[src/logic/wdt_config.svh]
// Watchdog timer configuration
// Bus placement of WDTCTL, write key, read-back identifier and
// the mask of writable control bits

`ifndef WDT_CONFIG_SVH
`define WDT_CONFIG_SVH

//--------------------------------------------------------------------------
// Peripheral bus placement
//--------------------------------------------------------------------------

// Byte address of WDTCTL
`define WDT_BASE_ADDR 16'h0120

// Low address bits ignored for block select
`define WDT_DEC_WD 2

//--------------------------------------------------------------------------
// WDTCTL access
//--------------------------------------------------------------------------

// High byte required on every write
`define WDT_PASSWORD 8'h5A

// High byte returned on every read
`define WDT_READ_ID 8'h69

// Keeps hold, tmsel, ssel and isx
// NMI bits and self-clearing cntcl never stored
`define WDTCTL_WR_MASK 8'h97

`endif

[src/logic/wdt_pkg.sv]
// Watchdog timer types
// Peripheral bus data types, WDTCTL layout and the interval
// tap encoding shared by the register and counter blocks

package wdt_pkg;

  //--------------------------------------------------------------------------
  // Peripheral bus
  //--------------------------------------------------------------------------

  typedef logic [13:0] per_addr_t;  // Word address
  typedef logic [15:0] per_data_t;  // Bus data

  //--------------------------------------------------------------------------
  // Interval select
  //--------------------------------------------------------------------------

  // Counter bit that ends an interval
  typedef enum logic [1:0] {
    ivl_32k = 2'd0,  // Bit 15
    ivl_8k  = 2'd1,  // Bit 13
    ivl_512 = 2'd2,  // Bit 9
    ivl_64  = 2'd3   // Bit 6
  } wdt_interval_e;

  //--------------------------------------------------------------------------
  // WDTCTL low byte
  //--------------------------------------------------------------------------

  typedef struct packed {
    logic          hold;   // Stop counter
    logic          nmies;  // Not implemented
    logic          nmi;    // Not implemented
    logic          tmsel;  // 1 interval mode, 0 watchdog mode
    logic          cntcl;  // Counter clear, write only
    logic          ssel;   // 1 aclk_en, 0 smclk_en
    wdt_interval_e isx;    // Interval tap
  } wdtctl_t;

endpackage

[src/logic/wdt_cfg_if.sv]
// Watchdog configuration interface
// Carries decoded WDTCTL fields and the write strobes from the
// register block to the counter and control blocks

interface wdt_cfg_if;

  import wdt_pkg::*;

  // Levels from stored WDTCTL
  logic          hold;
  logic          tmsel;
  logic          ssel;
  wdt_interval_e isx;

  // Single cycle strobes
  logic cnt_clr;   // Counter restart
  logic pw_error;  // Bad write key

  // Driven by the register block
  modport regs (output hold, tmsel, ssel, isx, cnt_clr, pw_error);

  // Counter side
  modport counter (input hold, ssel, isx, cnt_clr);

  // Flag and reset side
  modport ctrl (input tmsel, pw_error);

endinterface

[src/logic/watchdog.sv]
// Watchdog timer top level
// Peripheral bus WDTCTL register, tick-enabled 16-bit counter,
// interval interrupt and watchdog reset generation

module watchdog (
  input  logic               mclk,            // Main clock
  input  logic               puc_rst,         // System reset
  input  wdt_pkg::per_addr_t per_addr,        // Word address
  input  wdt_pkg::per_data_t per_din,         // Write data
  input  logic               per_en,          // Bus access
  input  logic [1:0]         per_we,          // Byte write enables
  input  logic               smclk_en,        // SMCLK tick
  input  logic               aclk_en,         // ACLK tick
  input  logic               dbg_freeze,      // Debugger halt
  input  logic               wdtie,           // Interrupt enable
  input  logic               wdtifg_sw_set,   // Software flag set
  input  logic               wdtifg_sw_clr,   // Software flag clear
  input  logic               wdtifg_irq_clr,  // Clear on interrupt accept
  output wdt_pkg::per_data_t per_dout,        // Read data
  output logic               wdtifg,          // Interrupt flag
  output logic               wdt_irq,         // Interval interrupt
  output logic               wdt_reset        // Reset request
);

  wdt_cfg_if cfg_i ();  // Register fields and strobes

  logic interval_evt;  // Counter expiry

  //--------------------------------------------------------------------------
  // Register block
  //--------------------------------------------------------------------------

  wdt_regs regs_i (
    .mclk     (mclk),
    .puc_rst  (puc_rst),
    .per_addr (per_addr),
    .per_din  (per_din),
    .per_en   (per_en),
    .per_we   (per_we),
    .per_dout (per_dout),
    .cfg      (cfg_i.regs)
  );

  //--------------------------------------------------------------------------
  // Counter and flag logic
  //--------------------------------------------------------------------------

  wdt_counter counter_i (
    .mclk         (mclk),
    .puc_rst      (puc_rst),
    .smclk_en     (smclk_en),
    .aclk_en      (aclk_en),
    .dbg_freeze   (dbg_freeze),
    .cfg          (cfg_i.counter),
    .interval_evt (interval_evt)
  );

  wdt_ctrl ctrl_i (
    .mclk           (mclk),
    .puc_rst        (puc_rst),
    .interval_evt   (interval_evt),
    .wdtie          (wdtie),
    .wdtifg_sw_set  (wdtifg_sw_set),
    .wdtifg_sw_clr  (wdtifg_sw_clr),
    .wdtifg_irq_clr (wdtifg_irq_clr),
    .cfg            (cfg_i.ctrl),
    .wdtifg         (wdtifg),
    .wdt_irq        (wdt_irq),
    .wdt_reset      (wdt_reset)
  );

endmodule

[src/logic/wdt_counter.sv]
// Watchdog counter
// Selects the tick source, runs the 16-bit count and flags the
// end of the interval chosen by isx

module wdt_counter (
  input  logic       mclk,          // Main clock
  input  logic       puc_rst,       // System reset
  input  logic       smclk_en,      // SMCLK tick
  input  logic       aclk_en,       // ACLK tick
  input  logic       dbg_freeze,    // Debugger halt
  wdt_cfg_if.counter cfg,           // Decoded controls
  output logic       interval_evt   // Interval end strobe
);

  import wdt_pkg::*;

  logic        src_en;   // Selected tick
  logic        cnt_inc;  // Advance this cycle
  logic [15:0] cnt_q;
  logic [15:0] cnt_nxt;
  logic        tap;      // Selected bit of next count

  //--------------------------------------------------------------------------
  // Tick source and run control
  //--------------------------------------------------------------------------

  assign src_en  = cfg.ssel ? aclk_en : smclk_en;
  assign cnt_inc = src_en & ~cfg.hold & ~dbg_freeze;  // Hold or debug stops it

  //--------------------------------------------------------------------------
  // 16-bit counter
  //--------------------------------------------------------------------------

  assign cnt_nxt = cnt_q + 16'd1;

  always_ff @(posedge mclk or posedge puc_rst) begin
    if (puc_rst) begin
      cnt_q <= '0;
    end else if (cfg.cnt_clr || interval_evt) begin
      cnt_q <= '0;  // Restart on write or expiry
    end else if (cnt_inc) begin
      cnt_q <= cnt_nxt;
    end
  end

  //--------------------------------------------------------------------------
  // Interval tap
  //--------------------------------------------------------------------------

  // Look at next count so the strobe lands on the ending tick
  always_comb begin
    case (cfg.isx)
      ivl_32k: tap = cnt_nxt[15];
      ivl_8k:  tap = cnt_nxt[13];
      ivl_512: tap = cnt_nxt[9];
      default: tap = cnt_nxt[6];  // ivl_64
    endcase
  end

  assign interval_evt = tap & cnt_inc;

  // Held counter never expires
  a_no_evt_in_hold : assert property (
    @(posedge mclk) disable iff (puc_rst)
    cfg.hold |-> !interval_evt
  );

endmodule

[src/logic/wdt_ctrl.sv]
// Watchdog control
// Keeps the interrupt flag, gates the interval interrupt and
// issues the single cycle reset pulse in watchdog mode

module wdt_ctrl (
  input  logic    mclk,            // Main clock
  input  logic    puc_rst,         // System reset
  input  logic    interval_evt,    // Interval end
  input  logic    wdtie,           // Interrupt enable
  input  logic    wdtifg_sw_set,   // Software flag set
  input  logic    wdtifg_sw_clr,   // Software flag clear
  input  logic    wdtifg_irq_clr,  // Clear on interrupt accept
  wdt_cfg_if.ctrl cfg,             // Decoded controls
  output logic    wdtifg,          // Interrupt flag
  output logic    wdt_irq,         // Interval interrupt
  output logic    wdt_reset        // Reset request
);

  logic ifg_set;
  logic ifg_clr;
  logic rst_req;

  //--------------------------------------------------------------------------
  // Interrupt flag
  //--------------------------------------------------------------------------

  assign ifg_set = interval_evt | cfg.pw_error | wdtifg_sw_set;

  // Accept clear only matters in interval mode
  assign ifg_clr = (wdtifg_irq_clr & cfg.tmsel) | wdtifg_sw_clr;

  always_ff @(posedge mclk or posedge puc_rst) begin
    if (puc_rst) begin
      wdtifg <= 1'b0;
    end else if (ifg_set) begin
      wdtifg <= 1'b1;  // Set wins
    end else if (ifg_clr) begin
      wdtifg <= 1'b0;
    end
  end

  assign wdt_irq = cfg.tmsel & wdtifg & wdtie;  // Interval mode only

  //--------------------------------------------------------------------------
  // Reset pulse
  //--------------------------------------------------------------------------

  // Bad key in any mode, any set source in watchdog mode
  assign rst_req = cfg.pw_error | (ifg_set & ~cfg.tmsel);

  // Back-to-back requests merge into one pulse
  always_ff @(posedge mclk or posedge puc_rst) begin
    if (puc_rst) begin
      wdt_reset <= 1'b0;
    end else begin
      wdt_reset <= rst_req & ~wdt_reset;
    end
  end

  a_reset_one_cycle : assert property (
    @(posedge mclk) disable iff (puc_rst)
    wdt_reset |=> !wdt_reset
  );

endmodule

[src/logic/wdt_regs.sv]
// Watchdog register block
// Decodes the peripheral bus, checks the write password, holds
// WDTCTL and returns it with the read identifier

`include "wdt_config.svh"

module wdt_regs (
  input  logic                mclk,      // Main clock
  input  logic                puc_rst,   // System reset
  input  wdt_pkg::per_addr_t  per_addr,  // Word address
  input  wdt_pkg::per_data_t  per_din,   // Write data
  input  logic                per_en,    // Bus access
  input  logic [1:0]          per_we,    // Byte write enables
  output wdt_pkg::per_data_t  per_dout,  // Read data
  wdt_cfg_if.regs             cfg        // Decoded controls
);

  import wdt_pkg::*;

  localparam logic [15:0] BASE_ADDR = `WDT_BASE_ADDR;
  localparam int          DEC_WD    = `WDT_DEC_WD;

  //--------------------------------------------------------------------------
  // Address decode
  //--------------------------------------------------------------------------

  logic              blk_sel;  // Upper address match
  logic [DEC_WD-1:0] reg_off;  // Byte offset inside block
  logic              ctl_hit;  // WDTCTL addressed
  logic              reg_wr;
  logic              reg_rd;
  logic              wr_ok;    // Write with good key
  wdtctl_t           wdtctl_q;

  // Word address lines up with byte address shifted by one
  assign blk_sel = per_en & (per_addr[13:DEC_WD-1] == BASE_ADDR[14:DEC_WD]);
  assign reg_off = {per_addr[DEC_WD-2:0], 1'b0};
  assign ctl_hit = blk_sel & (reg_off == '0);

  assign reg_wr = ctl_hit & (|per_we);
  assign reg_rd = ctl_hit & ~(|per_we);

  // Password check on high byte
  assign cfg.pw_error = reg_wr & (per_din[15:8] != `WDT_PASSWORD);
  assign wr_ok        = reg_wr & ~cfg.pw_error;

  //--------------------------------------------------------------------------
  // WDTCTL storage
  //--------------------------------------------------------------------------

  always_ff @(posedge mclk or posedge puc_rst) begin
    if (puc_rst) begin
      wdtctl_q <= '0;  // Watchdog mode, 32k interval
    end else if (wr_ok) begin
      wdtctl_q <= wdtctl_t'(per_din[7:0] & `WDTCTL_WR_MASK);
    end
  end

  // Stored fields out as levels
  assign cfg.hold  = wdtctl_q.hold;
  assign cfg.tmsel = wdtctl_q.tmsel;
  assign cfg.ssel  = wdtctl_q.ssel;
  assign cfg.isx   = wdtctl_q.isx;

  // cntcl acts on the write itself, never stored
  // Bad key restarts the count as well
  assign cfg.cnt_clr = (wr_ok & per_din[3]) | cfg.pw_error;

  //--------------------------------------------------------------------------
  // Read data
  //--------------------------------------------------------------------------

  assign per_dout = reg_rd ? {`WDT_READ_ID, wdtctl_q} : '0;  // Zero when idle

  // Rejected write leaves WDTCTL as it was
  a_pw_error_no_update : assert property (
    @(posedge mclk) disable iff (puc_rst)
    cfg.pw_error |=> $stable(wdtctl_q)
  );

endmodule

[config.mk]
export PLATFORM = sky130hd
export DESIGN_NAME = watchdog
export DESIGN_NICKNAME = d
export VERILOG_FILES = /design/src/logic/wdt_pkg.sv /design/src/logic/wdt_cfg_if.sv /design/src/logic/watchdog.sv /design/src/logic/wdt_counter.sv /design/src/logic/wdt_ctrl.sv /design/src/logic/wdt_regs.sv
export VERILOG_INCLUDE_DIRS = /design/src /design/src/logic
export SDC_FILE = /design/constraint.sdc
export NUM_CORES = 1
export LEC_CHECK = 0
export BUFFER_PORTS_ARGS = -buffer_cell sky130_fd_sc_hd__buf_2
export CAP_MARGIN = 20
export CORE_AREA = 3 3 72 61
export DETAILED_ROUTE_END_ITERATION = 6
export DIE_AREA = 0 0 75 64
export PLACE_DENSITY = 0.73
export SETUP_SLACK_MARGIN = 0.02
export SLEW_MARGIN = 20
export SYNTH_ARGS = -nofsm -noshare
export SYNTH_HDL_FRONTEND = slang
export SYNTH_SLANG_ARGS = --single-unit
[constraint.sdc]
create_clock -name mclk -period 2 [get_ports mclk]
set_input_delay 0 -clock mclk [delete_from_list [all_inputs] [get_ports mclk]]
set_output_delay 0 -clock mclk [all_outputs]
set_load 0.03 [all_outputs]
# After elaboration in Yosys (flattened, before gate mapping)
# Cells that the tools add are included.
# op_classes
bitwise_logic,26
mux,7
reduce_logical,6
eq_ne,4
n_addsub,1
# op_table
cell,count
2-to-1 mux 16 bit,2
adder 16 x 1 -> 16 bit (second input constant),1
AND 1 bit,15
2-to-1 mux 15 bit,1
== test 13 x 7 -> 1 bit (second input constant),1
!= test 8 x 7 -> 1 bit (second input constant),1
NOT 1 bit,6
bitwise OR 1 bit,5
logical NOT 2 bit,2
nonzero test 2 bit,2
2-to-1 mux 1 bit,3
one-hot mux 1 bit (3 select lines),1
== test 2 x 1 -> 1 bit (second input constant),1
== test 2 bit (second input constant),1
OR reduction 2 bit,1
logical OR 1 bit,1
# totals
ff_bits,23
out_inout_bits,19
wordCells,51
input_bits,42

# Logic depth before layout (Yosys ltp)
# logic_depth
word_depth,11
depth_mapped,7
ltp_nobuf,6

# Hierarchy
# Synthesis repeated with hierarchy kept, for this count alone.
# unflattened
hier_cells,176
area_unflattened_um2,1725.4
# by_module_without_submodules
module,area_per_inst_um2,seq_area_each_um2,cells_per_inst,instances
wdt_counter,1134.8,400.4,123,1
wdt_regs,489.2,125.1,43,1
wdt_ctrl,101.3,50.0,10,1

# Worst setup path before layout
# Ideal clock, no wire load.
# synth_timing
path_kind,register -> register
from,register counter_i.cnt_q[9]
to,register ctrl_i.wdtifg
path_slack_ns,-0.028
period_less_slack_ns,2.028
setup_ns,0.139
arrival_ns,1.889
t_required_ns,1.861
n_path_buf,1
stages_incl_launch_ff,7
cell_sequence,dfrtp_1 > buf_2 > nand4_2 > nor4_2 > mux2i_1 > a41oi_4 > or4_1
# synth_between
elab_chain_len,6
elab_cells_between_ends,7
classes_between,1 x add/sub; 2 x mux; 3 x bitwise; 1 x reduce/logical
# synth_rtl
element,line_no,source
"start, declared",wdt_counter.sv:19,logic [15:0] cnt_q;
"start signal, assigned",wdt_counter.sv:42,cnt_q <= cnt_nxt;
adder 16 x 1 -> 16 bit (*),wdt_counter.sv:34,assign cnt_nxt = cnt_q + 16'd1;
one-hot mux 1 bit (3 select lines) (*),wdt_counter.sv:52,case (cfg.isx)
AND 1 bit (*),wdt_counter.sv:60,assign interval_evt = tap & cnt_inc;
bitwise OR 1 bit (*) (2 in a row),wdt_ctrl.sv:27,assign ifg_set = interval_evt | cfg.pw_error | wdtifg_sw_set;
2-to-1 mux 1 bit / nonzero test 2 bit (equally long branches),n/a,
"end signal, assigned",wdt_ctrl.sv:34,wdtifg <= 1'b0;
"end signal, assigned",wdt_ctrl.sv:36,wdtifg <= 1'b1;
"end signal, assigned",wdt_ctrl.sv:38,wdtifg <= 1'b0;
"end, declared",wdt_ctrl.sv:14,"output logic wdtifg,"
# Every way passes the cells marked *; elsewhere a longest branch is shown, timed or not.
# A chain may end at the register's enable or synchronous reset.

# Final worst setup path
# layout_timing
from,register counter_i.cnt_q[1]
to,register ctrl_i.wdtifg
# The elaborated chain is that of the path after synthesis.

==> flow_metrics.env <==
export IMPL_power_density_nw_per_um2=591.7
export IMPL_globalRouteOverflowTotal=0
export IMPL_die_w_um=75
export IMPL_rows=20
export IMPL_leakage_nw=1.139
export IMPL_cts_root_buffer="clkbuf_8"
export IMPL_grt_pass1_wl_mm=6.506
export IMPL_finalSetupViolCount=0
export IMPL_vdd_drop_max_mv=0.4570
export IMPL_diodes=0
export IMPL_num_vias=1459
export IMPL_worst_slack_ns=0.02501
export IMPL_syn_cell_area_um2=1608
export IMPL_fmax_mhz=506.3
export IMPL_dp_slack_ns=0.001306
export IMPL_holdWs_ns=0.1965
export IMPL_critPathLaunchType="flop"
export IMPL_core_area_um2=3729
export IMPL_ant_nets=0
export IMPL_drcViolationCount=0
export IMPL_synth_edf_count=0
export IMPL_synth_cells=165
export IMPL_wirelength_mm=3.950
export IMPL_cp_arrival_ns=2.12
export IMPL_synth_seq_cells=23
export IMPL_clock_skew_ns=0.005255
export IMPL_synthDistinctLibCells=43
export IMPL_worstSetupPathType="flop to flop"
export IMPL_cts_sinks=23
export IMPL_min_period_ns=1.975
export IMPL_path_clk_slew_ns=0.08
export IMPL_detail_route_first_pass_iterations=4
export IMPL_cts_tree="done"
export IMPL_tightest_slew_ns=0.6355
export IMPL_place_area_um2=2022
export IMPL_fin_area_um2=2200
export IMPL_cp_end_kind="flop"
export IMPL_syn2layout_area_growth_pct=36.81
export IMPL_slew_headroom=0.5764
export IMPL_first_global_vias=1421
export IMPL_dpl_cell_count=275
export IMPL_r2r_setup_slack_ns=0.03
export IMPL_clockBufferDepth=2
export IMPL_synthArstFlopShare=1.000
export IMPL_ioPinCount=61
export IMPL_status="finished, final reports clean"
export IMPL_die_h_um=64
export IMPL_wl_per_cell_um=13.72
export IMPL_min_period_over_period=0.9875
export IMPL_htreeDepth=1
export IMPL_slew_viol_final=0
export IMPL_drive_gt1_frac=0.4221
export IMPL_hold_viol_final=0
export IMPL_avgViaCountPerCell=5.066
export IMPL_ys_flop_type="dfrtp_1"
export IMPL_worstHoldPathType="input port to flop"
export IMPL_die_area_um2=4800
export IMPL_antenna_found_initial=0
export IMPL_detailed_place_hpwl_mm=3.003
export IMPL_crit_required_ns=2.14
export IMPL_p_total_mw=1.302
export IMPL_crit_fanout=4
export IMPL_start_util=0.4312
export IMPL_avgSynthCellArea_um2=9.744
export IMPL_final_util=0.5899
export IMPL_cts_buffers=3
export IMPL_synth_warning_count=0
export IMPL_stdcell_count=288
export IMPL_grt_use_total=0.1749
export IMPL_worstSkewPairLatency_ns=0.26
export IMPL_rsz0062_at_grt="yes"
export IMPL_nNetsFinal=288
export IMPL_port_buffer_count=51
export IMPL_setup_tns_ns=0
export IMPL_first_iter_violations=50
export IMPL_synth_seq_area_share=0.3580
export IMPL_drv_cap=0
export IMPL_gp_congestion=0.8205
export IMPL_grt_max_degree=24
## area by class of cell
type	instances	area [um^2]
sequential	23	575.6
clock buffer	4	45.04
tap	44	55.05
fill	326	1529
timing repair buffer	84	520.5
multi-input combinational	130	992.2
inverter	3	11.26
## per-layer routing
layer	global-route usage	wire (um)	vias to the layer above
met4	0.03333	18	0
met5	0	0	-
met1	0.2385	1803	708
met3	0.03616	134	2
met2	0.2848	1993	24
li1	-	-	725
## Yosys cell counts (3+ instances only)
cell      n  area (um^2)
dfrtp_1  23        575.6
nand2_1  18        67.56
nor2_1   12        45.04
buf_4    11        82.58
xnor2_1  10        87.58
and3b_1   9        78.83
and2_1    8        50.05
mux2_2    7        78.83
nand4_1   5        31.28
nor3_1    5        25.02
xor2_1    5        43.79
nand3_1   4        20.02
nor3b_1   4        30.03
inv_1     3        11.26
nor4_2    3        37.54
## path summary, 6_finish.rpt
check,startpoint,cells past startpoint,endpoint
worst max-delay path,counter_i.cnt_q[1],6,ctrl_i.wdtifg
worst max register to register,counter_i.cnt_q[1],6,ctrl_i.wdtifg
worst min-delay path,dbg_freeze,4,ctrl_i.wdt_reset
worst min register to register,ctrl_i.wdt_reset,1,ctrl_i.wdt_reset
min in group asynchronous,puc_rst,4,regs_i.cfg.hold
max in group asynchronous,puc_rst,4,counter_i.cnt_q[9]
## report_power, final
group | total, mW | switching [mW] | leakage [nW] | internal, mW
logic | 0.421 | 0.201 | 0.809 | 0.220
registers | 0.590 | 0.0628 | 0.307 | 0.527
clock network | 0.291 | 0.148 | 0.0228 | 0.142
total | 1.30 | 0.412 | 1.14 | 0.890
## critical path, stage by stage, from the launching register on
cell and delay (ns):
dfrtp_1 0.43, ha_2 0.23, nand2_1 0.09, o21a_1 0.18
o211ai_1 0.27, a41oi_4 0.15, or4_1 0.51
## timing repair
item | CTS | global route
endpoints found under the hold margin | 29 | 0
gates resized for setup | 1 | 7
pin swaps | 0 | 3
buffers inserted | 1 | 1
hold buffers | 7 | 0
endpoints found under the setup margin | 2 | 9
## placed cells by master, fill, tap and decap left out, drive strengths merged, types with 2 or more instances in the layout
master        n
xnor2        10
inv           3
nor4b         3
nor2         12
and2          8
xor2          5
nand4         7
clkbuf        4
and3          2
dlygate4sd3   7
conb          7
and3b         9
nor3          7
nor4bb        2
mux2          7
mux2i         2
nor3b         4
nor4          5
nand3         6
nor2b         2
buf          77
nand2        18
dfrtp        23
## cell families (layout without fill, tap and decap cells)
group                    after synthesis  count (layout)  synth area share
multiplexers                           9               9           0.06148
adder cells (fa/ha/maj)                1               1          0.007781
buffers and inverters                 18              91           0.07393
AO/OA/AOI/OAI                          9               9           0.05838
AND/OR/NAND/NOR                       89              89            0.3564
flip-flops                            23              23            0.3580
XOR/XNOR                              15              15           0.08171
other                                  1               7          0.002332
## sequential cells by signal (all words and copies together) (netlist names)
register,flops
counter_i.cnt_q,16
regs_i.cfg.isx,2
ctrl_i.wdt_reset,1
ctrl_i.wdtifg,1
regs_i.cfg.hold,1
regs_i.cfg.ssel,1
regs_i.cfg.tmsel,1
Power figures use the tool's default switching activity.
